$ cat src/wino_types_pkg.sv
package wino_types_pkg;

	// widths of the inverse transform datapath.
	localparam int ACC_W = 30;
	localparam int OUT_W = 16;

	// accumulator word, wraps modulo 2^30.
	typedef logic signed [ACC_W-1:0] acc_t;

	// result word after clamp and extraction.
	typedef logic [OUT_W-1:0] out_word_t;

	// fixed-point view of one accumulator word.
	typedef struct packed {
		logic             sign;
		logic [4:0]       ovf;
		logic [OUT_W-1:0] mag;
		logic [7:0]       frac;
	} acc_fields_t;

	// same 30 bits, read as a sum or as fields.
	typedef union packed {
		acc_t        raw;
		acc_fields_t fields;
	} acc_word_u;

endpackage

$ cat src/wino_output_stage.sv
`timescale 1ns/1ps

module wino_output_stage import wino_types_pkg::*; (
	input  logic      clk,
	input  logic      i_rst_n,
	input  logic      i_valid,
	input  acc_t      i_res [4],
	output out_word_t o_result [4],
	output logic      o_valid
);

	acc_word_u view [4];

	always_comb begin
		for (int k = 0; k < 4; k++) begin
			view[k].raw = i_res[k];
		end
	end

	// negative sums clamp to zero, else bits 23:8.
	always_ff @(posedge clk) begin
		for (int k = 0; k < 4; k++) begin
			o_result[k] <= view[k].fields.sign ? '0 : view[k].fields.mag;
		end
	end

	always_ff @(posedge clk) begin
		if (!i_rst_n) begin
			o_valid <= 1'b0;
		end else begin
			o_valid <= i_valid;
		end
	end

endmodule

$ cat config.mk
export PLATFORM = sky130hd
export DESIGN_NAME = wino_output_stage
export DESIGN_NICKNAME = d
export VERILOG_FILES = /design/src/wino_types_pkg.sv /design/src/wino_output_stage.sv
export SDC_FILE = /design/constraint.sdc
export NUM_CORES = 1
export LEC_CHECK = 0
export BUFFER_PORTS_ARGS = -buffer_cell sky130_fd_sc_hd__buf_2
export CELL_PAD_IN_SITES_DETAIL_PLACEMENT = 0
export CELL_PAD_IN_SITES_GLOBAL_PLACEMENT = 1
export CORE_MARGIN = 1
export CORE_UTILIZATION = 24
export CTS_CLUSTER_DIAMETER = 40
export DETAILED_ROUTE_END_ITERATION = 10
export PLACE_DENSITY_LB_ADDON = 0.1
export SLEW_MARGIN = 10
export SYNTH_ARGS = -nofsm -noshare
export SYNTH_HDL_FRONTEND = slang
export SYNTH_SLANG_ARGS = --single-unit
$ cat constraint.sdc
create_clock -name clk -period 0.8 [get_ports clk]
set_input_delay 0.16 -clock clk [delete_from_list [all_inputs] [get_ports clk]]
set_output_delay 0.16 -clock clk [all_outputs]
set_load 0.005 [all_outputs]
# Yosys cells after proc, flatten, opt, wreduce, memory -nomap -nowiden
# Cells that the tools add are included.
# totals
ff_bits	65
output_inout_bits	65
input_bits	123
elab_cells	5

# Logic depth before layout (Yosys ltp)
# depth
ltp_word	0
mapped_depth	2
ltp_nobuf	1

# Worst setup path before layout
# No wires, ideal clock.
# synth_timing
path_type	flip-flop to output port
startpoint	register o_result[0] (netlist bit)
endpoint	output port o_result[0] (netlist bit)
stages_incl_launch_ff	1
path_buffers	0
path_slack_ns	0.342
arrival_ns	0.298
required_ns	0.640
path_cell_list	dfxtp_1
# synth_rtl
element	line	source
from (decl)	wino_output_stage.sv:8	output out_word_t o_result [4],
from (signal, indexed assignment)	wino_output_stage.sv:23	o_result[k] <= view[k].fields.sign ? '0 : view[k].fields.mag;
# No word-level cell between the ends.

# Final worst setup path
# layout_timing
startpoint	register o_result[34] (netlist bit)
endpoint	output port o_result[34] (netlist bit)
# No word-level cell between the ends.

==> summary.md <==
| Metric | Value |
|---|---|
| Status | `finished with violations` |
| Violated checks | `setup timing` |
| RSZ-0062 raised after global routing | `yes` |
| Hold buffers post-CTS | `0` |
| Post-CTS setup buffer count | `0` |
| Worst Path Buf+Inv | `1` |
| Initial drt markers | `5` |
| Post-DRT Antenna Nets | `0` |
| Ports | `188` |
| Most frequent cells in the layout | `129 x buf_2, 50 x dfxtp_1, 28 x nor2b_2` |
| #FFs+latches synth | `65` |
| Synth warnings | `0` |
| Worst setup margin | `-113 ps` |
| Worst EP required | `640 ps` |
| Pwr dens | `2160 nW/um^2` |
| Clock Path Buffers | `2` |
| Main combinational cell family by area after synthesis | `simple AND/OR/NAND/NOR gates` |
| Worst-path fanout max | `1` |
| Largest net degree at the start of global routing | `11` |
| Finished Core Util | `0.393` |
| Initial antenna violation count | `0` |
| Pins Over Slew Limit | `0` |
| Min Tclk post-route | `913 ps` |
| DP HPWL | `3270 um` |
| Highest clock rate | `1100 MHz` |
| Gr busiest metal | `met2` |
| Slowest cell on crit path | `dfxtp_2` |
| Syn Std Cell Area | `1880 um^2` |
| Synth cell types | `6` |
| Vias per inst | `3.55` |
| Nets | `406` |
| Critical path launch point type | `register` |
| Overall routing resource usage | `0.102` |
| Final setup viols | `65` |
| Vias | `1373` |
| Crit path capture type | `output pin` |
| Clk pin slew, worst setup/hold paths | `70 ps` |
| Max_cap viols | `0` |
| Initial Util | `0.254` |
| Mux cell area share after synthesis | `0` |
| Post-Synthesis Net Count | `257` |
| Global route overflow | `0` |
| CP top delay family | `flip-flops` |
| Worst EP arrival | `750 ps` |
| Met3 usage | `0.0379` |
| Final hold vios | `0` |
| Simple-gate area share of the yosys netlist | `0.285` |
| Tcrit/Tclk final | `1.14` |
| Share of cells above drive strength 1 | `0.771` |
| Post-CTS sizing | `2` |
| Commonest non-fill, non-tap cell in the layout | `buf_2` |
| Die Ht | `90.6 um` |
| Clk sink count | `65` |
| Final std cells w/o fill | `387` |
| First-pass GRT wire length | `6330 um` |
| Number of global-route vias before repair | `1331` |
| I/O Buffers | `135` |
| Cts bufs inserted | `9` |
| Critical path class | `reg -> out` |
| Root Buffer | `clkbuf_8` |
| Area Growth Syn to Fin | `54.8%` |
| Mean routed wirelength per cell | `10.7 um` |
| Core area | `7410 um^2` |
| DR pass1 iterations | `2` |
| Ant diodes | `0` |
| GP Congestion | `0.673` |
| Largest stage delay on the critical path | `320 ps` |
| Worst slew margin | `0.889` |
| Routed wire length | `4130 um` |
| Peak VDD IR | `0.855 mV` |
| Mapped Cells | `134` |
| Adder-cell area share of the yosys netlist | `0` |
| Die width | `90.6 um` |
| Cells along the critical path | `buf_2` |
| CTS H-Tree Depth | `3` |
| Routing usage on met2 | `0.159` |
| Row cnt | `31` |
| Met1 Use GR | `0.117` |
| Slew @ Worst Pin | `167 ps` |
| Seq/Total Area, Yosys | `0.691` |
| Die area | `8200 um^2` |
| Xor/xnor share of the synthesized area | `0` |
| Avg Inst Size Synth | `14.1 um^2` |
| Complex-gate fraction of the synthesized area | `0` |
| Pleak | `1.50 nW` |
| TritonCTS clock tree | `built` |
| Dpl cells | `371` |
| Hold Crit Class | `in -> reg` |
| DRC | `0` |
| Dpl ws | `89.3 ps` |
## per-layer routing
metal  part of all wire  wire [um]
met1               0.43       1770
met2               0.46       1890
met3              0.095        394
met4              0.018         74
met5                  0          0
## final cells by class
| class | instances | area, um^2 |
|---|---|---|
| multi-input cells | 65 | 537 |
| clock inverters | 4 | 20.0 |
| fillers | 774 | 4490 |
| well taps | 99 | 124 |
| flip-flops and latches | 65 | 1320 |
| repair buffers | 142 | 778 |
| clock buffers | 12 | 135 |
## final timing paths
check                        start           end  slack [ps]  cells past startpoint
worst max-delay path  o_result[34]  o_result[34]        -110                      1
worst min-delay path       i_valid       o_valid          30                      2
## registers in the layout, indices dropped and copies added (netlist names)
name and count:
o_result 64, o_valid 1
## power breakdown
group | switching, mW | total [mW] | internal (mW)
Clock | 1.13 | 2.24 | 1.11
Combinational | 0.212 | 0.609 | 0.397
Sequential | 0.0406 | 3.46 | 3.42
Total | 1.39 | 6.31 | 4.92
## synth_stat cells
master	count	area [um^2]
and2_1	1	6.26
and2b_2	24	210
buf_6	4	45.0
dfxtp_1	65	1300
nor2b_1	12	75.1
nor2b_2	28	245
## cells by family after synthesis
kind of cell	after synthesis
simple gates	65
flops	65
buf+inv	4
## stage by stage
step	setup TNS [ps]	total power, mW	hold WS [ps]	instance area [um^2]
floorplan	0	3.75	282	1880
global placement	0	4.12	362	2700
detailed placement	0	4.13	365	2700
CTS	-7960	6.43	9.82	2870
global route	-8840	6.67	21.2	2910
finish	-6170	6.31	34.7	2910
(Power assumes the default switching activity.)
