--- config.mk ---
export PLATFORM = sky130hd
export DESIGN_NAME = wino_tile_buffer_flat
export DESIGN_NICKNAME = d
export VERILOG_FILES = /design/src/wino_types_pkg.sv /design/src/wino_vec6_if.sv /design/src/wino_tile_buffer.sv /design/src/flat_wrapper.sv
export SDC_FILE = /design/constraint.sdc
export NUM_CORES = 1
export LEC_CHECK = 0
export BUFFER_PORTS_ARGS = -buffer_cell sky130_fd_sc_hd__clkbuf_2
export CAP_MARGIN = 30
export CORE_ASPECT_RATIO = 0.7
export CORE_MARGIN = 2
export CORE_UTILIZATION = 60
export CTS_CLUSTER_DIAMETER = 100
export CTS_CLUSTER_SIZE = 10
export DETAILED_ROUTE_END_ITERATION = 10
export GPL_TIMING_DRIVEN = 0
export HOLD_SLACK_MARGIN = 0.12
export PLACE_DENSITY = 0.8
export SYNTH_ARGS = -nofsm -noshare
export SYNTH_HDL_FRONTEND = slang
export SYNTH_SLANG_ARGS = --single-unit
export TNS_END_PERCENT = 100
--- constraint.sdc ---
create_clock -name clk -period 31.7 [get_ports clk]
set_clock_uncertainty 0.1 [all_clocks]
set_input_delay 7.925 -clock clk [delete_from_list [all_inputs] [get_ports clk]]
set_output_delay 7.925 -clock clk [all_outputs]
set_load 0.005 [all_outputs]
--- src/wino_types_pkg.sv ---
package wino_types_pkg;

	// widths of the inverse transform datapath.
	localparam int ACC_W = 30;
	localparam int OUT_W = 16;

	// accumulator word, wraps modulo 2^30.
	typedef logic signed [ACC_W-1:0] acc_t;

	// result word after clamp and extraction.
	typedef logic [OUT_W-1:0] out_word_t;

	// fixed-point view of one accumulator word.
	typedef struct packed {
		logic             sign;
		logic [4:0]       ovf;
		logic [OUT_W-1:0] mag;
		logic [7:0]       frac;
	} acc_fields_t;

	// same 30 bits, read as a sum or as fields.
	typedef union packed {
		acc_t        raw;
		acc_fields_t fields;
	} acc_word_u;

endpackage

--- src/wino_vec6_if.sv ---
`timescale 1ns/1ps

interface wino_vec6_if import wino_types_pkg::*; ();

	acc_t w [6];
	logic valid;

	modport src (
		output w,
		output valid
	);

	modport dst (
		input w,
		input valid
	);

endinterface

--- src/wino_tile_buffer.sv ---
`timescale 1ns/1ps

module wino_tile_buffer import wino_types_pkg::*; (
	input  logic     clk,
	input  logic     i_rst_n,
	input  acc_t     i_row [4],
	input  logic     i_shift_row,
	input  logic     i_drain_col,
	wino_vec6_if.src vout
);

	// six rows of M*A, oldest row at index 0.
	acc_t tile [6][4];

	always_ff @(posedge clk) begin
		if (i_shift_row) begin
			for (int r = 0; r < 5; r++) begin
				tile[r] <= tile[r+1];
			end
			tile[5] <= i_row;
		end else if (i_drain_col) begin
			// rotate so the next column sits at index 0.
			for (int r = 0; r < 6; r++) begin
				for (int c = 0; c < 3; c++) begin
					tile[r][c] <= tile[r][c+1];
				end
				tile[r][3] <= tile[r][0];
			end
		end
	end

	always_ff @(posedge clk) begin
		if (i_drain_col) begin
			for (int r = 0; r < 6; r++) begin
				vout.w[r] <= tile[r][0];
			end
		end
	end

	always_ff @(posedge clk) begin
		if (!i_rst_n) begin
			vout.valid <= 1'b0;
		end else begin
			vout.valid <= i_drain_col;
		end
	end

	a_no_shift_during_drain: assert property (@(posedge clk) disable iff (!i_rst_n)
		!(i_shift_row && i_drain_col));

endmodule

--- src/flat_wrapper.sv ---
// flat-port wrapper written by rule: the top's interface ports become plain ports
module wino_tile_buffer_flat import wino_types_pkg::*;
  (clk, i_rst_n, i_row, i_shift_row, i_drain_col, vout_w, vout_valid);
  wino_vec6_if vout_i ();
  input  logic clk;
  input  logic i_rst_n;
  input  acc_t i_row[4];
  input  logic i_shift_row;
  input  logic i_drain_col;
  output wire logic [$bits(vout_i.w)-1:0] vout_w;
  output wire logic [$bits(vout_i.valid)-1:0] vout_valid;
  assign vout_w = {>>{vout_i.w}};
  assign vout_valid = vout_i.valid;
  wino_tile_buffer u_core (.clk(clk), .i_rst_n(i_rst_n), .i_row(i_row), .i_shift_row(i_shift_row), .i_drain_col(i_drain_col), .vout(vout_i));
endmodule
* After elaboration in Yosys (flattened, before gate mapping)
Memory sizes are Yosys's and may differ from the RTL's.
Index checks and enable logic that the tools add are counted.
** Word-level totals
- Output and inout bits :: 181
- RAM bits :: 720
- Memories kept :: 1
- Bits in registers :: 181
- Input port bits :: 124
- Logic and storage cells :: 61
** Operators by class
- Multiplexer cells :: 29
- Bitwise operators :: 24
** Memory list
- u_core.tile :: words 6, width 120, rd ports 6, clocked after memory_dff 0, wr ports 6, RTL line wino_tile_buffer.sv:13 : acc_t tile [6][4];
** Operator list (number)
- $mux 30 :: 24
- $or 1x1->1 :: 24
- $mux 1 :: 5

* Depth between registers and ports, before layout
- Word-level depth :: 4
- Mapped depth :: 5
- Depth with buffers taken out :: 2

* Worst setup path after synthesis
Ideal clock, no wire load.
- Path kind :: in2reg
- Start :: in i_shift_row
- End :: mem u_core.tile[0][0] (netlist bit) (enable)
- Path buffers :: 0
- Setup time :: 0.794 ns
- Data arrival time :: 16.494 ns
- Stages on the path :: 1
- Path slack :: 14.312 ns
- Data required time :: 30.806 ns
- Path through :: or2_2
** RTL lines
- from (decl) :: RTL line flat_wrapper.sv:8 : input logic i_shift_row;
- to (decl) :: RTL line wino_tile_buffer.sv:13

==> run_results.csv <==
group,metric,value,unit
routing,via_count,17000,
timing,fmax,94.71,MHz
synthesis,synth_warnings,0,
routing,drc,0,
floorplanning,die_area,67740,sq um
setup_path,critPathRequiredTime,31.93,ns
synthesis,yosysTopAreaCellShare,68.62,%
synthesis,synth_flop_cell,"edfxtp_1",
layout,drive_gt1_share,57.40,%
global_routing,grt_pass1_wl,110200,microns
timing,slew_headroom,65.57,%
synthesis,async_flop_share,0,%
layout,syn_to_final_growth,14.46,%
layout,nNetsFinal,2249,
floorplanning,start_util,60.68,%
global_routing,grt_remaining_overflow,0,
power_and_ir_drop,irDropWorstVdd,0.04611,mV
timing,drv_slew,0,
cts,post_cts_resized,0,
floorplanning,fp.dieH,218.4,microns
run,maxCapViolations,0,
setup_path,critical_path.max_fanout,72,
routing,routed_wl,75930,microns
setup_path,cp-end-kind,"flop",
synthesis,syn_area,39380,sq um
setup_path,r2r_end,"u_core.tile[0][339]",
cts,numCtsBuffers,100,
synthesis,synth_most_common_cell,"edfxtp_1",
cts,cts.sinks,901,
cts,clk_path_buf_depth,3,
synthesis,synth-edff-count,900,
placed_design,hpwl,52680,microns
routing,viasPerCell,5.624,
synthesis,synth_top_area_cell,"edfxtp_1",
floorplanning,core_area,64900,sq um
power_and_ir_drop,power_density,66.04,nW/um^2
floorplanning,pin_count,305,
global_routing,grtUsageTotal,22.55,%
cts,cts_hold_buf,0,
routing,drt-wirelength-per-cell,25.12,microns
timing,rsz0062_at_grt,"no",
routing,drtPass1Iterations,5,
worst_hold_path,holdCritPathClass,"flop to flop",
timing,worst_pin_slew,0.5165,ns
layout,utilization,69.46,%
setup_path,worstSetupStartpointType,"input port",
timing,setup_viol,0,
layout,multi_input_area,10760,sq um
cts,htree_levels,3,
global_routing,antenna_found_initial,3,
outcome,status,"finished clean",
cts,clock_latency,0.66,ns
setup_path,reg2reg_depth,1,
layout,fillers,3976,
power_and_ir_drop,p_leak,17.91,nW
global_routing,grt_max_degree,77,
floorplanning,core.rowCount,78,
setup_path,reg2reg_from,"u_core.tile[0][459]",
global_routing,grt_pass1_vias,17223,
worst_hold_path,worst_hold_path.num_cells,0,
synthesis,yosys_register_bits,901,
timing,hold_violations,0,
synthesis,synth_cell_type_count,9,
cts,cts_root_buf,"clkbuf_16",
setup_path,path_class,"input port to flop",
setup_path,timing.reg2reg.setup_slack,30.50,ns
timing,min_period,10.56,ns
synthesis,ys_seq_area_share,68.67,%
placed_design,portBuffers,304,
placed_design,place_congestion,0.8211,
synthesis,synth_area_leaders,"edfxtp_1 (69%), mux2_4 (27%), buf_12 (4.0%)",
synthesis,synthCells,1704,
routing,drtIter0Drc,1353,
cts,clkTransAtPathRegs,0.05,ns
floorplanning,die_w,310.2,microns
timing,min_period_over_period,33.31,%
synthesis,synth_common_cells,"edfxtp_1 (900), mux2_4 (700), buf_12 (78)",
synthesis,synth_nets,1828,
synthesis,syn_area_per_cell,23.11,sq um
timing,fin_setup_tns,0,ns
routing,drt.antenna.violating_nets,0,
setup_path,cp.arrival,10.78,ns
worst_hold_path,holdPathEnd,"u_core.vout.w[2]",
cts,cts_tree,"yes",
worst_hold_path,worstHoldStart,"u_core.tile[0][692]",
layout,seq_area,27050,sq um
cts,cts_setup_buffers,0,
placed cells by master, fill, tap and decap left out:
cell type,instances
diode_2,2
clkbuf_2,303
nor2b_4,1
edfxtp_1,900
or2_4,1
and2_1,1
clkbuf_8,1
mux2_2,20
mux2_4,700
clkbuf_1,10
buf_16,11
clkinv_8,2
dfxtp_1,1
inv_6,3
clkbuf_16,103
buf_4,2
buf_12,82
per-stage QoR:
step | instances | hold slack (ns) | setup WS [ns] | cell area, sq um | power, mW
2_1_floorplan | 1704 | 0.3267 | 14.31 | 39380 | 1.885
3_5_place_dp | 2903 | 0.3717 | 20.44 | 42400 | 2.004
6_report | 3023 | 0.3826 | 21.14 | 45080 | 2.977
5_1_grt | 3023 | 0.4014 | 20.94 | 45080 | 3.078
3_3_place_gp | 2888 | 0.3633 | 7.391 | 42010 | 1.999
4_1_cts | 3021 | 0.3861 | 21.14 | 45070 | 2.997
flip-flops by register name, summed over array words and instances (netlist names):
| name | flops |
|---|---|
| u_core.tile | 720 |
| u_core.vout.valid | 1 |
| u_core.vout.w | 180 |
critical path: stages:
cell and delay, ns:
clkbuf_8 0.30, buf_16 0.36, or2_4 0.54, buf_12 0.31
buf_16 0.29, buf_12 0.29, buf_16 0.29, buf_12 0.28
how the worst max path moves through the flow:
stage	startpoint	end	slack, ns	depth (start not counted)
after floorplan	i_shift_row	u_core.tile[0][0]	14.31	1
after global placement	i_drain_col	u_core.tile[0][225]	7.39	2
after detailed placement	i_drain_col	u_core.tile[0][344]	20.44	8
after CTS	i_drain_col	u_core.tile[0][465]	21.14	8
after global routing	i_drain_col	u_core.tile[0][584]	20.94	8
final	i_drain_col	u_core.tile[0][312]	21.14	8
kinds of logic (layout without fill, tap and decap cells):
family	Yosys count	count (layout)	share of synthesized area [%]
multiplexers	720	720	27.26
buffers and inverters	80	517	4.003
other	0	2	0
flip-flops	901	901	68.67
AND/OR/NAND/NOR	3	3	0.06673
report_power, final:
part	total (mW)	internal (mW)	switching [mW]
clock	0.996	0.573	0.422
sequential	1.64	1.53	0.109
combinational	0.346	0.235	0.111
routing by layer:
metal	global-route usage (%)	part of all wire, %
met1	32.88	46
met2	34.26	46
met3	4.936	5.5
met4	6.779	2.6
met5	0	0
layout make-up:
| type | instances | area share, % |
|---|---|---|
| Buffer | 80 | 3.497 |
| Clock buffer | 113 | 5.801 |
| Clock inverter | 5 | 0.1305 |
| Tap cell | 880 | 2.442 |
| Multi-Input combinational cell | 723 | 23.88 |
| Sequential cell | 901 | 60.00 |
| Antenna cell | 2 | 0.01110 |
| Timing Repair Buffer | 319 | 4.244 |
(Power assumes the default switching activity.)
