## config.mk

```make
export PLATFORM = sky130hd
export DESIGN_NAME = wino_row_transform_flat
export DESIGN_NICKNAME = d
export VERILOG_FILES = /design/src/wino_types_pkg.sv /design/src/wino_vec6_if.sv /design/src/wino_row_transform.sv /design/src/wino_sum_tree.sv /design/src/flat_wrapper.sv
export SDC_FILE = /design/constraint.sdc
export NUM_CORES = 2
export LEC_CHECK = 0
export ABC_AREA = 1
export BUFFER_PORTS_ARGS = -buffer_cell sky130_fd_sc_hd__buf_4
export CORE_UTILIZATION = 26
export DETAILED_ROUTE_END_ITERATION = 10
export PLACE_DENSITY = 0.44
export SLEW_MARGIN = 20
export SYNTH_ARGS = -nofsm -noshare
export SYNTH_HDL_FRONTEND = slang
export SYNTH_SLANG_ARGS = --single-unit
```

## constraint.sdc

```tcl
create_clock -name clk -period 6.72 [get_ports clk]
set_input_delay 1.344 -clock clk [delete_from_list [all_inputs] [get_ports clk]]
set_output_delay 1.344 -clock clk [all_outputs]
set_load 0.05 [all_outputs]
```

## src/wino_types_pkg.sv

```systemverilog
package wino_types_pkg;

	// widths of the inverse transform datapath.
	localparam int ACC_W = 30;
	localparam int OUT_W = 16;

	// accumulator word, wraps modulo 2^30.
	typedef logic signed [ACC_W-1:0] acc_t;

	// result word after clamp and extraction.
	typedef logic [OUT_W-1:0] out_word_t;

	// fixed-point view of one accumulator word.
	typedef struct packed {
		logic             sign;
		logic [4:0]       ovf;
		logic [OUT_W-1:0] mag;
		logic [7:0]       frac;
	} acc_fields_t;

	// same 30 bits, read as a sum or as fields.
	typedef union packed {
		acc_t        raw;
		acc_fields_t fields;
	} acc_word_u;

endpackage

```

## src/wino_vec6_if.sv

```systemverilog
`timescale 1ns/1ps

interface wino_vec6_if import wino_types_pkg::*; ();

	acc_t w [6];
	logic valid;

	modport src (
		output w,
		output valid
	);

	modport dst (
		input w,
		input valid
	);

endinterface

```

## src/wino_row_transform.sv

```systemverilog
`timescale 1ns/1ps

module wino_row_transform import wino_types_pkg::*; (
	input  logic            clk,
	input  logic            i_rst_n,
	wino_vec6_if.dst        vin,
	output acc_t            o_res [4],
	output logic            o_valid
);

	acc_t       terms [4][6];
	logic [2:0] vpipe;

	// weighted terms of each A^T row.
	always_comb begin
		terms[0] = '{vin.w[0], vin.w[1], vin.w[2], vin.w[3], vin.w[4], acc_t'(0)};
		terms[1] = '{acc_t'(0), vin.w[1], acc_t'(-vin.w[2]),
			acc_t'(vin.w[3] <<< 1), acc_t'(-(vin.w[4] <<< 1)), acc_t'(0)};
		terms[2] = '{acc_t'(0), vin.w[1], vin.w[2],
			acc_t'(vin.w[3] <<< 2), acc_t'(vin.w[4] <<< 2), acc_t'(0)};
		terms[3] = '{acc_t'(0), vin.w[1], acc_t'(-vin.w[2]),
			acc_t'(vin.w[3] <<< 3), acc_t'(-(vin.w[4] <<< 3)), vin.w[5]};
	end

	for (genvar r = 0; r < 4; r++) begin : g_row
		wino_sum_tree u_sum (
			.clk     (clk),
			.i_rst_n (i_rst_n),
			.i_d     (terms[r]),
			.o_sum   (o_res[r])
		);
	end

	// valid follows the adder latency.
	always_ff @(posedge clk) begin
		if (!i_rst_n) begin
			vpipe <= '0;
		end else begin
			vpipe <= {vpipe[1:0], vin.valid};
		end
	end

	assign o_valid = vpipe[2];

endmodule

```

## src/wino_sum_tree.sv

```systemverilog
`timescale 1ns/1ps

module wino_sum_tree import wino_types_pkg::*; (
	input  logic clk,
	input  logic i_rst_n,
	input  acc_t i_d [6],
	output acc_t o_sum
);

	acc_t s1 [3];
	acc_t s2 [2];

	// three levels of pairwise adds.
	always_ff @(posedge clk) begin
		if (!i_rst_n) begin
			s1    <= '{default: '0};
			s2    <= '{default: '0};
			o_sum <= '0;
		end else begin
			s1[0] <= i_d[0] + i_d[1];
			s1[1] <= i_d[2] + i_d[3];
			s1[2] <= i_d[4] + i_d[5];
			s2[0] <= s1[0] + s1[1];
			s2[1] <= s1[2];
			o_sum <= s2[0] + s2[1];
		end
	end

endmodule

```

## src/flat_wrapper.sv

```systemverilog
// flat-port wrapper written by rule: the top's interface ports become plain ports
module wino_row_transform_flat import wino_types_pkg::*;
  (clk, i_rst_n, o_res, o_valid, vin_w, vin_valid);
  wino_vec6_if vin_i ();
  input  logic clk;
  input  logic i_rst_n;
  output acc_t o_res[4];
  output logic o_valid;
  input wire logic [$bits(vin_i.w)-1:0] vin_w;
  input wire logic [$bits(vin_i.valid)-1:0] vin_valid;
  assign vin_i.w = {>>{vin_w}};
  assign vin_i.valid = vin_valid;
  wino_row_transform u_core (.clk(clk), .i_rst_n(i_rst_n), .vin(vin_i), .o_res(o_res), .o_valid(o_valid));
endmodule
```

---- Yosys cells after proc, flatten, opt, wreduce, memory -nomap -nowiden ----
Cells that the tools add are included.
cells by class
  add/subtract/negate cells ............... 17
operator list
  operator          count
  $add A30 B30 Y30  14
  $neg A30 Y30      3
word-level totals
  flip-flop bits (word level) ............. 663
  input bits .............................. 183
  output and inout port bits .............. 121
  logic and storage cells ................. 41

---- Logic depth before layout (Yosys ltp) ----
  depth in word-level cells ............... 2
  mapped depth ............................ 21
  depth with buffers taken out ............ 21

---- By module ----
A second synthesis with hierarchy kept.
second synthesis, totals
  cell total of the unflattened synthesis .. 11,007
  area, all modules ....................... 62,944.1 sq um
by module, submodules not included
  module                                  instances  cells each  area each (sq um)  sequential area each (sq um)
  wino_sum_tree at u_core.g_row[2].u_sum  1          2,669       15,354.7           3,603.5
  wino_sum_tree at u_core.g_row[0].u_sum  1          2,656       15,332.2           3,603.5
  wino_sum_tree at u_core.g_row[3].u_sum  1          2,665       15,302.2           3,603.5
  wino_sum_tree at u_core.g_row[1].u_sum  1          2,668       15,245.9           3,603.5
  wino_row_transform                      1          349         1,709.1            60.1

---- Worst setup path after synthesis ----
No wires, ideal clock.
  path kind ............................... input -> register
  start point ............................. input port vin_w[91]
  end point ............................... register u_core.g_row[1].u_sum.s1[59] (netlist name)
  library setup time ...................... 115 ps
  data arrival time ....................... 3,539 ps
  required time ........................... 6,605 ps
  slack ................................... 3,066 ps
  stages on the path ...................... 17
  buffers on the path ..................... 0
  cells stage by stage .................... inv_1 > ha_1 > nand2_1 > inv_1 > nand2_1 > nor3_1 > nand4_1 > xnor2_1 > inv_1 > ha_1 > a21oi_1 > and2_1 > nand2_1 > a21oi_1 > nand2_1 > a21oi_1 > nor2_1
on the way
  word-level cells in the longest chain between the ends .. 2
ends and longest elaborated chain
  what              line                      RTL
  start, declared   flat_wrapper.sv:9         input wire logic [$bits(vin_i.w)-1:0] vin_w;
  $neg A30 Y30      wino_row_transform.sv:17  terms[1] = '{acc_t'(0), vin.w[1], acc_t'(-vin.w[2]),
  $add A30 B30 Y30  wino_sum_tree.sv:21       s1[1] <= i_d[2] + i_d[3];
  end, declared     wino_sum_tree.sv:10       acc_t s1 [3];
No other way between the ends.
A chain may end at the register's enable or synchronous reset.

---- Final worst setup path ----
  start point ............................. input port vin_w[91]
  end point ............................... register u_core.g_row[3].u_sum.s1[57] (netlist name)
on the way
  word-level cells in the longest chain between the ends .. 2
ends and longest elaborated chain
  what              line                      RTL
  $neg A30 Y30      wino_row_transform.sv:21  terms[3] = '{acc_t'(0), vin.w[1], acc_t'(-vin.w[2]),
  $add A30 B30 Y30  wino_sum_tree.sv:21
  end, declared     wino_sum_tree.sv:10
No other way between the ends.

==> results.tsv <==
metric	value	unit
syn2layout_area_growth	17.6	%
cts.repair.resized	0	
start_util	26.3	%
fin_skew	0.0350	ns
syn-instance-count	6564	
multi_input_area	25600	sq um
crit_top_cell	nand2_1	
ys_warn_count	0	
comb_power_share	29.5	%
grt_max_degree	133	
critPathKind	in -> reg	
core_area	157000	sq um
wirelength	176000	microns
antenna_found_initial	3	
switchingPower	4460	uW
synthTopCellsByArea	dfxtp_1, nand2_1, ha_1	
clock.fmax	257	MHz
seqCellArea	11900	sq um
period_minus_slack	3.89	ns
synth_edf_count	0	
power_leakage	0.0246	uW
clock_path_buffers	3	
finalSetupViolations	0	
critPathMaxFanout	4	
ys_seq_elements	594	
cts_buffers	75	
peakVddDrop	0.000187	V
drc	0	
pwr-share-seq	34.8	%
tns	0	ns
slowest_stage	ha_1	
critPathArrivalTime	4.43	ns
netlist-cell-type-count	46	
antenna_left	0	
pre_cts_slack	2.28	ns
worst_pin_slew	0.918	ns
routabilityCongestion	0.958	
fin_util	30.9	%
postLayoutSetupSlackWorst	2.83	ns
synthFlopType	dfxtp_1	
wl_per_cell	19.5	microns
maxSlewHeadroom	38.8	%
fin_cells	9005	
synth_top_cells_by_count	nand2_1, inv_1, nor2_1	
rsz0062_at_grt	false	
switching_share	37.3	%
pin_count	304	
ys_seq_area_share	28.8	%
grt_pass1_vias	39656	
firstDrtPassIters	6	
startpoint_type	primary input	
p_per_area	246	nW/um^2
dp_cells	8865	
clk_pin_slew_worst_paths	0.06	ns
vias	42091	
grt_usage	21.4	%
clock_latency	0.68	ns
synth_fp_nets	7166	
htree_levels	3	
drv_slew	0	
drt_iter0_drc	3149	
die_w	400	microns
root_buffer	clkbuf_16	
cts.sinks	594	
die_h	400	microns
final_nets	7486	
hp-class	reg -> reg	
internal_power	7490	uW
synth_most_common_cell	nand2_1	
tritoncts	yes	
crit_path_end_kind	flop	
synth.largest_area_cell	dfxtp_1	
finalHoldViolCount	0	
clock_power_share	35.7	%
drive_above_1_share	7.66	%
port_buffers	303	
ctsHoldBuffers	0	
post_cts_buffers	0	
viasPerCell	4.67	
synthesis.area	41200	sq um
postSynthAreaPerCell	6.28	sq um
critPathMaxStageDelay	0.38	ns
placementRows	145	
cap_violations	0	
outcome	finished, final reports clean	
fin_crit_sh	57.9	%
crit_chain	buf_4, inv_1, ha_1, nand2_1, inv_1, nand2_1, nor3_1, nand4_1, xnor2_1, inv_1, ha_1, nand2_1, inv_1, nand3_1, nor3_1, nand3_1, nand3_1, nand2_1, nand2_1, nor2_1	
synth_top_area_share	28.8	%
die-area	160000	sq um
async_flop_share	0	%
gr-total-overflow	0	
grt_pass1_wl	258000	microns
hpwl	148000	microns
num-fill-cells	17569	
worstPathRequired	7.26	ns
==> layer usage <==
metal | wire length [microns] | up-vias | track usage (%)
li1 | - | 21768 | -
met5 | 13 | - | 0
met4 | 4630 | 2 | 6.23
met3 | 7570 | 176 | 2.03
met2 | 76700 | 1106 | 33.7
met1 | 86700 | 19039 | 30.6
==> cells in the final DEF, fill, tap and decap left out, types with 44 or more instances in the layout <==
cell,count
a21oi_1,690
buf_4,307
clkbuf_16,77
dfxtp_1,594
ha_1,405
inv_1,909
nand2_1,1892
nand3_1,311
nor2_1,882
nor3_1,46
o21ai_0,408
o21bai_1,44
==> power by group through the flow <==
stage / clock, uW / combinational [uW] / sequential, uW
finish: 4260 / 3520 / 4160
global route: 4530 / 3890 / 4190
CTS: 4400 / 3510 / 4170
detailed placement: 0 / 3490 / 4240
global placement: 0 / 3510 / 4240
floorplan: 0 / 1940 / 4400
==> flip-flops by register name, indices dropped and copies added (netlist names) <==
register,cells
u_core.g_row.u_sum.o_sum,119
u_core.g_row.u_sum.s1,266
u_core.g_row.u_sum.s2,206
u_core.vpipe,3
==> critical path: cells and delay by family <==
family | cells | cell delay, ns
adder cells (fa/ha/maj) | 2 | 0.63
AND/OR/NAND/NOR | 12 | 1.62
buffers and inverters | 5 | 0.66
XOR/XNOR | 1 | 0.16
==> layout make-up <==
class / count / area share (%)
Multi-Input combinational cell: 4986 / 52.8
Antenna cell: 3 / 0.0155
Inverter: 917 / 7.10
Sequential cell: 594 / 24.5
Clock inverter: 44 / 1.09
Clock buffer: 93 / 4.26
Timing Repair Buffer: 310 / 4.87
Tap cell: 2058 / 5.31
==> per-stage QoR <==
| stage | area, sq um | hold slack (ns) | power (uW) |
|---|---|---|---|
| final | 48500 | 0.404 | 11900 |
| after global routing | 48500 | 0.419 | 12600 |
| after CTS | 48500 | 0.411 | 12100 |
| after detailed placement | 45900 | 0.396 | 7730 |
| after global placement | 45900 | 0.393 | 7750 |
| after floorplan | 41200 | 0.390 | 6350 |
==> logic make-up after synthesis <==
family | Yosys count | synth area share (%)
fa+ha+maj | 419 | 13.0
simple gates | 3281 | 32.3
buf+inv | 984 | 9.05
xor+xnor | 55 | 1.17
compound gates | 1231 | 15.7
flops | 594 | 28.8
==> final timing paths <==
check | startpoint | endpoint | slack (ns) | depth (start not counted)
worst max-delay path | vin_w[91] | u_core.g_row[3].u_sum.s1[57] | 2.83 | 20
worst min-delay path | u_core.g_row[3].u_sum.s1[29] | u_core.g_row[3].u_sum.s2[29] | 0.40 | 2
worst max register to register | u_core.g_row[3].u_sum.s1[60] | u_core.g_row[1].u_sum.s2[54] | 4.02 | 11
worst min register to register | u_core.g_row[3].u_sum.s1[29] | u_core.g_row[3].u_sum.s2[29] | 0.40 | 2
No activity file was read; power rests on OpenSTA's default activity.
