--- src/wino_ctrl_pkg.sv ---
package wino_ctrl_pkg;

	// sequencer states.
	typedef enum logic [1:0] {
		IDLE,
		LOAD,
		DRAIN
	} seq_state_t;

	// step count, wide enough for six rows.
	typedef logic [2:0] step_t;

	// rows per tile and columns per result.
	localparam int LOAD_STEPS  = 6;
	localparam int DRAIN_STEPS = 4;

endpackage

--- src/wino_seq_fsm.sv ---
`timescale 1ns/1ps

module wino_seq_fsm import wino_ctrl_pkg::*; (
	input  logic clk,
	input  logic i_rst_n,
	input  logic i_row_valid,
	input  logic i_last,
	output logic o_shift_row,
	output logic o_drain_col,
	output logic o_cnt_clear,
	output logic o_cnt_step,
	output logic o_drain_mode
);

	seq_state_t state;
	seq_state_t next_state;

	always_ff @(posedge clk) begin
		if (!i_rst_n) begin
			state <= IDLE;
		end else begin
			state <= next_state;
		end
	end

	always_comb begin
		next_state  = state;
		o_shift_row = 1'b0;
		o_drain_col = 1'b0;
		case (state)
			IDLE: begin
				if (i_row_valid) begin
					o_shift_row = 1'b1;
					next_state  = LOAD;
				end
			end
			LOAD: begin
				o_shift_row = i_row_valid;
				// sixth row goes straight into drain.
				if (i_row_valid && i_last) begin
					next_state = DRAIN;
				end
			end
			DRAIN: begin
				o_drain_col = 1'b1;
				if (i_last) begin
					next_state = IDLE;
				end
			end
			default: next_state = IDLE;
		endcase
	end

	// counter restarts on the last step of either phase.
	assign o_cnt_step   = o_shift_row | o_drain_col;
	assign o_cnt_clear  = o_cnt_step & i_last;
	assign o_drain_mode = (state == DRAIN);

	a_no_row_in_drain: assert property (@(posedge clk) disable iff (!i_rst_n)
		(state == DRAIN) |-> !i_row_valid);

	a_rows_contiguous: assert property (@(posedge clk) disable iff (!i_rst_n)
		(state == LOAD) |-> i_row_valid);

endmodule

--- config.mk ---
export PLATFORM = sky130hd
export DESIGN_NAME = wino_seq_fsm
export DESIGN_NICKNAME = d
export VERILOG_FILES = /design/src/wino_ctrl_pkg.sv /design/src/wino_seq_fsm.sv
export SDC_FILE = /design/constraint.sdc
export NUM_CORES = 1
export LEC_CHECK = 0
export BUFFER_PORTS_ARGS = -buffer_cell sky130_fd_sc_hd__buf_2
export CORE_AREA = 4 4 41 43
export DETAILED_ROUTE_END_ITERATION = 6
export DIE_AREA = 0 0 45 47
export PLACE_DENSITY = 0.39
export SLEW_MARGIN = 20
export SYNTH_ARGS = -nofsm -noshare
export SYNTH_HDL_FRONTEND = slang
export SYNTH_SLANG_ARGS = --single-unit
--- constraint.sdc ---
create_clock -name clk -period 1.75 [get_ports clk]
set_clock_uncertainty 0.1 [all_clocks]
set_input_delay 0.175 -clock clk [delete_from_list [all_inputs] [get_ports clk]]
set_output_delay 0.175 -clock clk [all_outputs]
set_load 0.01 [all_outputs]
# Yosys cells after proc, flatten, opt, wreduce, memory -nomap -nowiden

Index checks and enable logic that the tools add are counted.
W data, S select, Z words.

Output and inout bits: 5
Bits in writable memories: 0
Bits in read-only memories: 0
Memories kept: 0
Input bits: 4
Latch bits: 0
Flip-flop bits (word level): 2

Multiplexer cells: 7
Magnitude comparators: 0
$mul: 0
Bitwise logic cells: 2
Div/mod/pow operators: 0
Reduce and logical (&&, ||, !) cells: 3
Equality and inequality tests: 5
Shifts and indexed selects: 0
Add/subtract/negate cells: 0

Operators by type and width:

| operator             | number |
|---|---|
| $mux W2              | 3 |
| $ne A2 B2 Y1 const B | 3 |
| $pmux W2 S3          | 1 |
| $reduce_and A3 Y1    | 1 |
| $eq A2 B1 Y1 const B | 1 |
| $eq A2 B2 Y1 const B | 1 |
| $logic_not A2 Y1     | 1 |
| $mux W1              | 2 |
| $pmux W1 S2          | 1 |
| $and A1 B1 Y1        | 1 |
| $logic_and A1 B1 Y1  | 1 |
| $or A1 B1 Y1         | 1 |

# Longest topological paths before layout

Gate-level depths: netlist of the first run.

Depth in word-level cells: 4
Depth in mapped cells: 3
Depth with buffers taken out: 2

# Worst setup path before layout of the first run

Ideal clock, no wire load.

Kind: reg2out
Start point: register state[1]
End point: output o_cnt_clear
Data arrival time: 0.695 ns
Stages on the path, launching flop included: 3
Data required time: 1.475 ns
Path slack: 0.780 ns
Cell sequence: dfxtp_1 nand2b_4 a21boi_1

Word-level cells in the longest chain between the ends: 4
Elaborated cells between the ends (all ways): 7
Classes of those cells: eq/ne (2); mux (2); bitwise (2); reduce/logical (1)

Ends and longest elaborated chain:

| element                                       | line               | RTL |
|---|---|---|
| from (decl)                                   | wino_seq_fsm.sv:15 | `seq_state_t state;` |
| from (signal assigned)                        | wino_seq_fsm.sv:22 | `state <= next_state;` |
| $eq A2 B1 Y1 (tied with other cells)          | wino_seq_fsm.sv:30 | `case (state)` |
| $pmux W1 S2 / $mux W1 (equally long branches) | wino_seq_fsm.sv:30 |  |
| $or A1 B1 Y1 (*)                              | wino_seq_fsm.sv:55 | `assign o_cnt_step = o_shift_row \| o_drain_col;` |
| $and A1 B1 Y1 (*)                             | wino_seq_fsm.sv:56 | `assign o_cnt_clear = o_cnt_step & i_last;` |
| to (decl)                                     | wino_seq_fsm.sv:10 | `output logic o_cnt_clear,` |

Mark *: on every way between the ends. The rest lies on a longest branch, timed or not.

# Worst setup path after layout of the first run

Ends and elaborated chain as after synthesis.

==> summary.md, run 1 <==
| Metric | Value |
|---|---|
| CP peak stage delay | `0.33 ns` |
| Synthesis warning total | `0` |
| PostCTS Resize Cnt | `0` |
| Die footprint | `2120 um2` |
| First-pass GRT wire length | `552 um` |
| CTS Buf Count | `3` |
| Startpoint Class | `register` |
| Setup violators final | `0` |
| Design area | `223 um2` |
| Setup TNS Final | `0 ns` |
| Critical Path AT | `0.98 ns` |
| H-tree lvl count | `1` |
| Inst Count DP | `37` |
| Seq/Total Area, Yosys | `26.9%` |
| Synthesized area per cell | `about 10 um2` |
| Cell Area, Placed | `approximately 200 um2` |
| Top Metal Used | `met3` |
| Routed vias | `approximately 130` |
| Die H | `47 um` |
| Power Density | `around 820 nW/um2` |
| Fin cells | `40` |
| Worst VDD drop | `about 0.26 mV` |
| Hold-fix buffers at CTS | `0` |
| Yosys top cell area share | `27.7%` |
| FF+latch count, synth | `2` |
| CTS Buffer Depth | `2` |
| Post-synth top area cell | `nand2b_4` |
| Cell variety after synth | `11` |
| Mapped Nets | `19` |
| Worst hold margin | `about 0.10 ns` |
| Worst-Margin Slew | `0.187 ns` |
| Placer Congestion | `0.684` |
| Cell area after synthesis | `149 um2` |
| Worst slew margin | `87.5%` |
| GR Util All Layers | `4.02%` |
| Leak | `0.117 nW` |
| Initial core utilization | `11.4%` |
| Status | `complete, no violations` |
| Die W | `45 um` |
| Clk sinks | `2` |
| CTS tree | `yes` |
| Max Slew Vio Count | `0` |
| # Post-CTS Setup Buffers | `0` |
| Met1 WL | `between 150 and 200 um` |
| Crit-path max FO | `3` |
| Critical path cell sequence | `nand2b_4 -> a21boi_1 -> buf_2` |
| Cell count after synthesis | `15` |
| Final hold vios | `0` |
| Largest net degree at the start of global routing | `5` |
| Routed Antenna Nets | `0` |
| WL final | `335 um` |
| Detailed-route DRC error count | `0` |
| Top delay family on crit path | `flip-flops` |
| Vias per inst | `about 3.3` |
| Port Buf Inserts | `8` |
| I/O Pins | `9` |
| Biggest regs | `state x2` |
| Setup crit end kind | `output port` |
| Max-Cap Viols | `0` |
| Diode count | `0` |
| Final Util | `between 15 and 20%` |
| Fmax | `797 MHz` |
| Cell row count | `13` |
| Congestion Overflow GR | `0` |
| Layout area overhead | `49.6%` |
| Buf/Inv on CP | `1` |
| DR WL met3 | `57 um` |
| Root buf cell | `clkbuf_4` |
| Share of cells above drive strength 1 | `68.0%` |
| Initial drt markers | `1` |
| Initial antenna violation count | `0` |
| CP Class | `reg2out` |
| Synth top area cells | `nand2b_4 28%, dfxtp_1 27%, o32ai_2 11%` |
| RSZ-0062 raised after global routing | `false` |
| Per-cell routed wire length | `8.38 um` |
| Clk_lat worst skew | `0.22 ns` |
| Critical Path RT | `1.47 ns` |
| Crit-path slowest cell | `dfxtp_1` |
| Max reg flops | `2` |
| Fin nets | `31` |
| Biggest register | `state` |
| Vias in the first global route | `about 130` |
| DR WL met2 | `110 um` |
| Core area | `around 1300 um2` |
| Clock transition at path regs | `0.03 ns` |
| 1st-pass router iterations | `2` |
| Fin crit share | `71.7%` |
| Worst min path class | `in2reg` |
| Minimum clock period | `approximately 1.3 ns` |
-- area by class of cell --
class / count / area, um2
Clock buffer: 3 / 22.5
Fill cell: 160 / 1080
Inverter: 3 / 11.3
Multi-Input combinational cell: 9 / 90.1
Sequential cell: 2 / 40.0
Tap cell: 15 / 18.8
Timing Repair Buffer: 8 / 40.0
-- stage by stage --
| stage | setup WS [ns] | power (W) |
|---|---|---|
| 2_1_floorplan | 0.780 | 0.0000711 |
| 3_3_place_gp | 0.731 | 0.0000831 |
| 3_5_place_dp | 0.719 | 0.0000839 |
| 4_1_cts | 0.478 | 0.000191 |
| 5_1_grt | 0.390 | 0.000204 |
| 6_report | 0.495 | 0.000184 |
-- path summary, 6_finish.rpt --
| check | start | end | slack, ns | cells past startpoint |
|---|---|---|---|---|
| min | i_last | state[1]$_SDFFE_PN0P_ | 0.10 | 2 |
| max reg2reg | state[1]$_SDFFE_PN0P_ | state[1]$_SDFFE_PN0P_ | 0.90 | 2 |
| min reg2reg | state[0]$_SDFFE_PN0P_ | state[1]$_SDFFE_PN0P_ | 0.42 | 2 |
| max | state[1]$_SDFFE_PN0P_ | o_cnt_clear | 0.50 | 3 |
-- report_power, final --
group	internal, W	switching [W]	total, W
logic	0.0000164	0.0000155	0.0000319
registers	0.0000487	0.00000233	0.0000510
clock network	0.0000756	0.0000252	0.000101
total	0.000141	0.0000430	0.000184
-- Yosys cell counts, drive strengths merged --
master and number:
a21boi 1, buf 1, dfxtp 2, inv 3, nand2 1, nand2b 3
nand3 1, nor2 1, nor3b 1, o32ai 1
-- placed cells by master (no fill, tap or decap) --
cell type / instances
nor2_1: 1
dfxtp_1: 2
nand2_1: 1
clkbuf_4: 3
nand3_1: 1
inv_1: 2
inv_2: 1
nand2b_4: 3
buf_2: 8
o32ai_2: 1
a21boi_1: 1
nor3b_2: 1
-- cell families (layout without fill, tap and decap cells) --
group	count (synthesis)	count (layout)	share of synthesized area, %
buffers and inverters	4	14	12.6
AO/OA/AOI/OAI	2	2	16.0
flip-flops	2	2	26.9
AND/OR/NAND/NOR	7	7	44.5
-- per-layer routing --
metal  GRT usage [%]  vias to the layer above
met5               0                        -
met4            3.51                        0
met3            3.83                        0
met2            3.95                        9
met1            4.74                       56
li1                -                       67
No activity file was read; power rests on OpenSTA's default activity.
==> inputs of run 2 (changes only) <==
Settings changed: ABC_AREA set to 1, PLACE_DENSITY 0.39 to 0.38.
Clock period 1.75 ns to 1.1 ns, I/O delays scaled along.
==> run 2 against run 1 <==
Final cell count is 23% higher; clock power rose by 54%; highest routed layer unchanged; clock-buffer cell count is the same; critical path depth grew 1; total power rose by 62%; sequential power rose by 60%; non-clock buffer count grew 4; the run now ends with setup timing left; sequential cell count is the same; synthesized cell count grew 33%; largest cell class is now buffers; combinational power grew 87%; utilization grew 1.4 points; via count increased by 42%.
==> summary.md, run 2 <==
| Metric | Value |
|---|---|
| Status | `finished, violations left` |
| Violated checks | `setup timing` |
| CP Class | `reg2out` |
| Synthesis warning total | `0` |
| Seq/Total Area, Yosys | `33.0%` |
| Clk_lat worst skew | `0.22 ns` |
| Setup violators final | `1` |
| Initial core utilization | `a little under a tenth` |
| Synthesized area per cell | `approximately 6.1 um2` |
| Core area | `around 1300 um2` |
| Root buf cell | `clkbuf_4` |
| Cell area after synthesis | `121 um2` |
| Max Slew Vio Count | `0` |
| Fin crit share | `103%` |
| Routed vias | `187` |
| First-pass GRT wire length | `621 um` |
| Commonest non-fill, non-tap cell in the layout | `buf_2` |
| CTS Buf Count | `3` |
| 1st-pass router iterations | `2` |
| Port Buf Inserts | `8` |
| Worst hold margin | `between 0.02 and 0.03 ns` |
| RSZ-0062 raised after global routing | `true` |
| Die footprint | `2120 um2` |
| Power Density | `between 1000 and 1500 nW/um2` |
| Final Util | `18.6%` |
| CTS Buffer Depth | `2` |
| Mapped Nets | `24` |
| Main synth FF type | `dfxtp_1` |
| Synth top area cells | `dfxtp_1 33%, inv_1 15%, a21oi_1 12%` |
| Yosys top cell area share | `33.0%` |
| Critical Path AT | `0.92 ns` |
| Inst Count DP | `42` |
| Routed Antenna Nets | `0` |
| I/O Pins | `9` |
| Worst VDD drop | `0.361 mV` |
| Dpl ws | `0.132 ns` |
| Post-synth EDFFs | `0` |
| Critical Path RT | `0.89 ns` |
| Setup TNS Final | `-0.0283 ns` |
| Diode count | `0` |
| Post-synth top cells | `5 x inv_1, 4 x nand2_1, 3 x a21oi_1, 3 x nand3_1, 2 x dfxtp_1` |
| Fin nets | `40` |
| Detailed-route DRC error count | `0` |
| Initial drt markers | `1` |
| Post-synth ARST share | `0%` |
| Share of cells above drive strength 1 | `around two thirds` |
| Placer Congestion | `0.606` |
| Post-synth top area cell | `dfxtp_1` |
| Congestion Overflow GR | `0` |
| Fmax | `between 800 and 900 MHz` |
| Initial antenna violation count | `0` |
| Biggest register | `state` |
| Most frequent cells in the layout | `8 x buf_2, 4 x inv_1, 4 x buf_4` |
| Final setup slack of the worst path | `-0.0283 ns` |
| Largest family of logic cells by synthesized area | `simple AND/OR/NAND/NOR gates` |
| Cell variety after synth | `8` |
| Die H | `47 um` |
| Synth Area in Compound Gates | `12.4%` |
| Leak | `0.136 nW` |
| Adder-cell area share of the yosys netlist | `0%` |
| Max reg flops | `2` |
| Xor/xnor share of the synthesized area | `0%` |
| Multiplexer area fraction after synthesis | `0%` |
| Crit-path max FO | `3` |
| FF+latch count, synth | `2` |
| Cell count after synthesis | `20` |
| Worst-Margin Slew | `roughly 0.11 ns` |
| Final hold vios | `0` |
| Worst r2r path cells | `5` |
| Fin cells | `49` |
| Layout area overhead | `99.0%` |
| Cell row count | `13` |
| Synth Area in Simple Gates | `29.9%` |
| Per-cell routed wire length | `~7.4 um` |
| Die W | `45 um` |
| Biggest regs | `state x2` |
| Clk sinks | `2` |
| Clock transition at path regs | `0.03 ns` |
| Post-DP HPWL | `~260 um` |
| Worst min path class | `in2reg` |
| Largest net degree at the start of global routing | `5` |
| Hold path cells | `3` |
| Vias per inst | `3.82` |
| Vias in the first global route | `162` |
| WL final | `365 um` |
| CTS tree | `yes` |
| H-tree lvl count | `1` |
| Worst slew margin | `roughly 93%` |
| Count leader, synth | `inv_1` |
| Minimum clock period | `around 1.1 ns` |
| GR Util All Layers | `under 10%` |
| Setup crit end kind | `output port` |
| Filler instances | `170` |
| Max-Cap Viols | `0` |
| Startpoint Class | `register` |
run 2: changes by cell type in the layout (fill, tap and decap cells not counted), sizes merged:
cell / before / now
buf: 8 / 12
a21oi: 0 / 3
inv: 3 / 6
nand2: 1 / 4
nand2b: 3 / 0
nand3: 1 / 3
a21boi: 1 / 0
nand4: 0 / 1
nor2: 1 / 0
nor3b: 1 / 0
o32ai: 1 / 0
run 2: final timing paths:
kind	startpoint	endpoint	slack, ns
setup / recovery	state[1]$_SDFFE_PN0P_	o_cnt_clear	-0.03
hold / removal	i_rst_n	state[0]$_SDFFE_PN0P_	0.03
setup reg to reg	state[1]$_SDFFE_PN0P_	state[0]$_SDFFE_PN0P_	0.11
hold reg to reg	state[1]$_SDFFE_PN0P_	state[1]$_SDFFE_PN0P_	0.40
run 2: area by class of cell:
class | count | area, um2 | area share (%)
repair buffers | 12 | 70.1 | 29.0
multi-input cells | 11 | 65.1 | 26.9
flip-flops and latches | 2 | 42.5 | 17.6
clock buffers | 3 | 22.5 | 9.33
inverters | 6 | 22.5 | 9.33
well taps | 15 | 18.8 | 7.77
run 2: logic make-up after synthesis:
group / Yosys count
and+or+nand+nor: 8
DFF: 2
AOI/OAI and AO/OA: 3
buffers and inverters: 7
run 2: timing repair:
item                       4_1_cts  5_1_grt
setup endpoints to repair        5        5
resized for setup                6        1
gates cloned                     0        0
pin swaps                        1        1
buffers inserted                 3        1
hold buffers                     0        0
run 2: worst max-delay path, stage by stage, from the launching register on:
cell and delay [ns]:
dfxtp_2 0.32, inv_2 0.07, nand2_4 0.05, a21oi_2 0.12, buf_2 0.13
run 2: where the power goes:
group / leakage [nW] / switching [W] / internal (W)
combinational: 0.105 / 0.0000301 / 0.0000297
clock: 0.0138 / 0.0000363 / 0.000120
sequential: 0.0172 / 0.00000307 / 0.0000784
run 2: per-stage QoR:
step           instance area, um2  power, W
3_5_place_dp                  173  0.000123
3_3_place_gp                  173  0.000123
6_report                      241  0.000297
5_1_grt                       241  0.000334
2_1_floorplan                 121  0.000105
4_1_cts                       229  0.000306
run 2: metal layers:
layer | GRT usage (%) | part of all wire [%] | routed length, um
met5 | 0 | 0 | 0
met4 | 5.26 | 0 | 0
met3 | 4.60 | 13 | 49
met2 | 6.21 | 42 | 155
met1 | 4.07 | 44 | 159
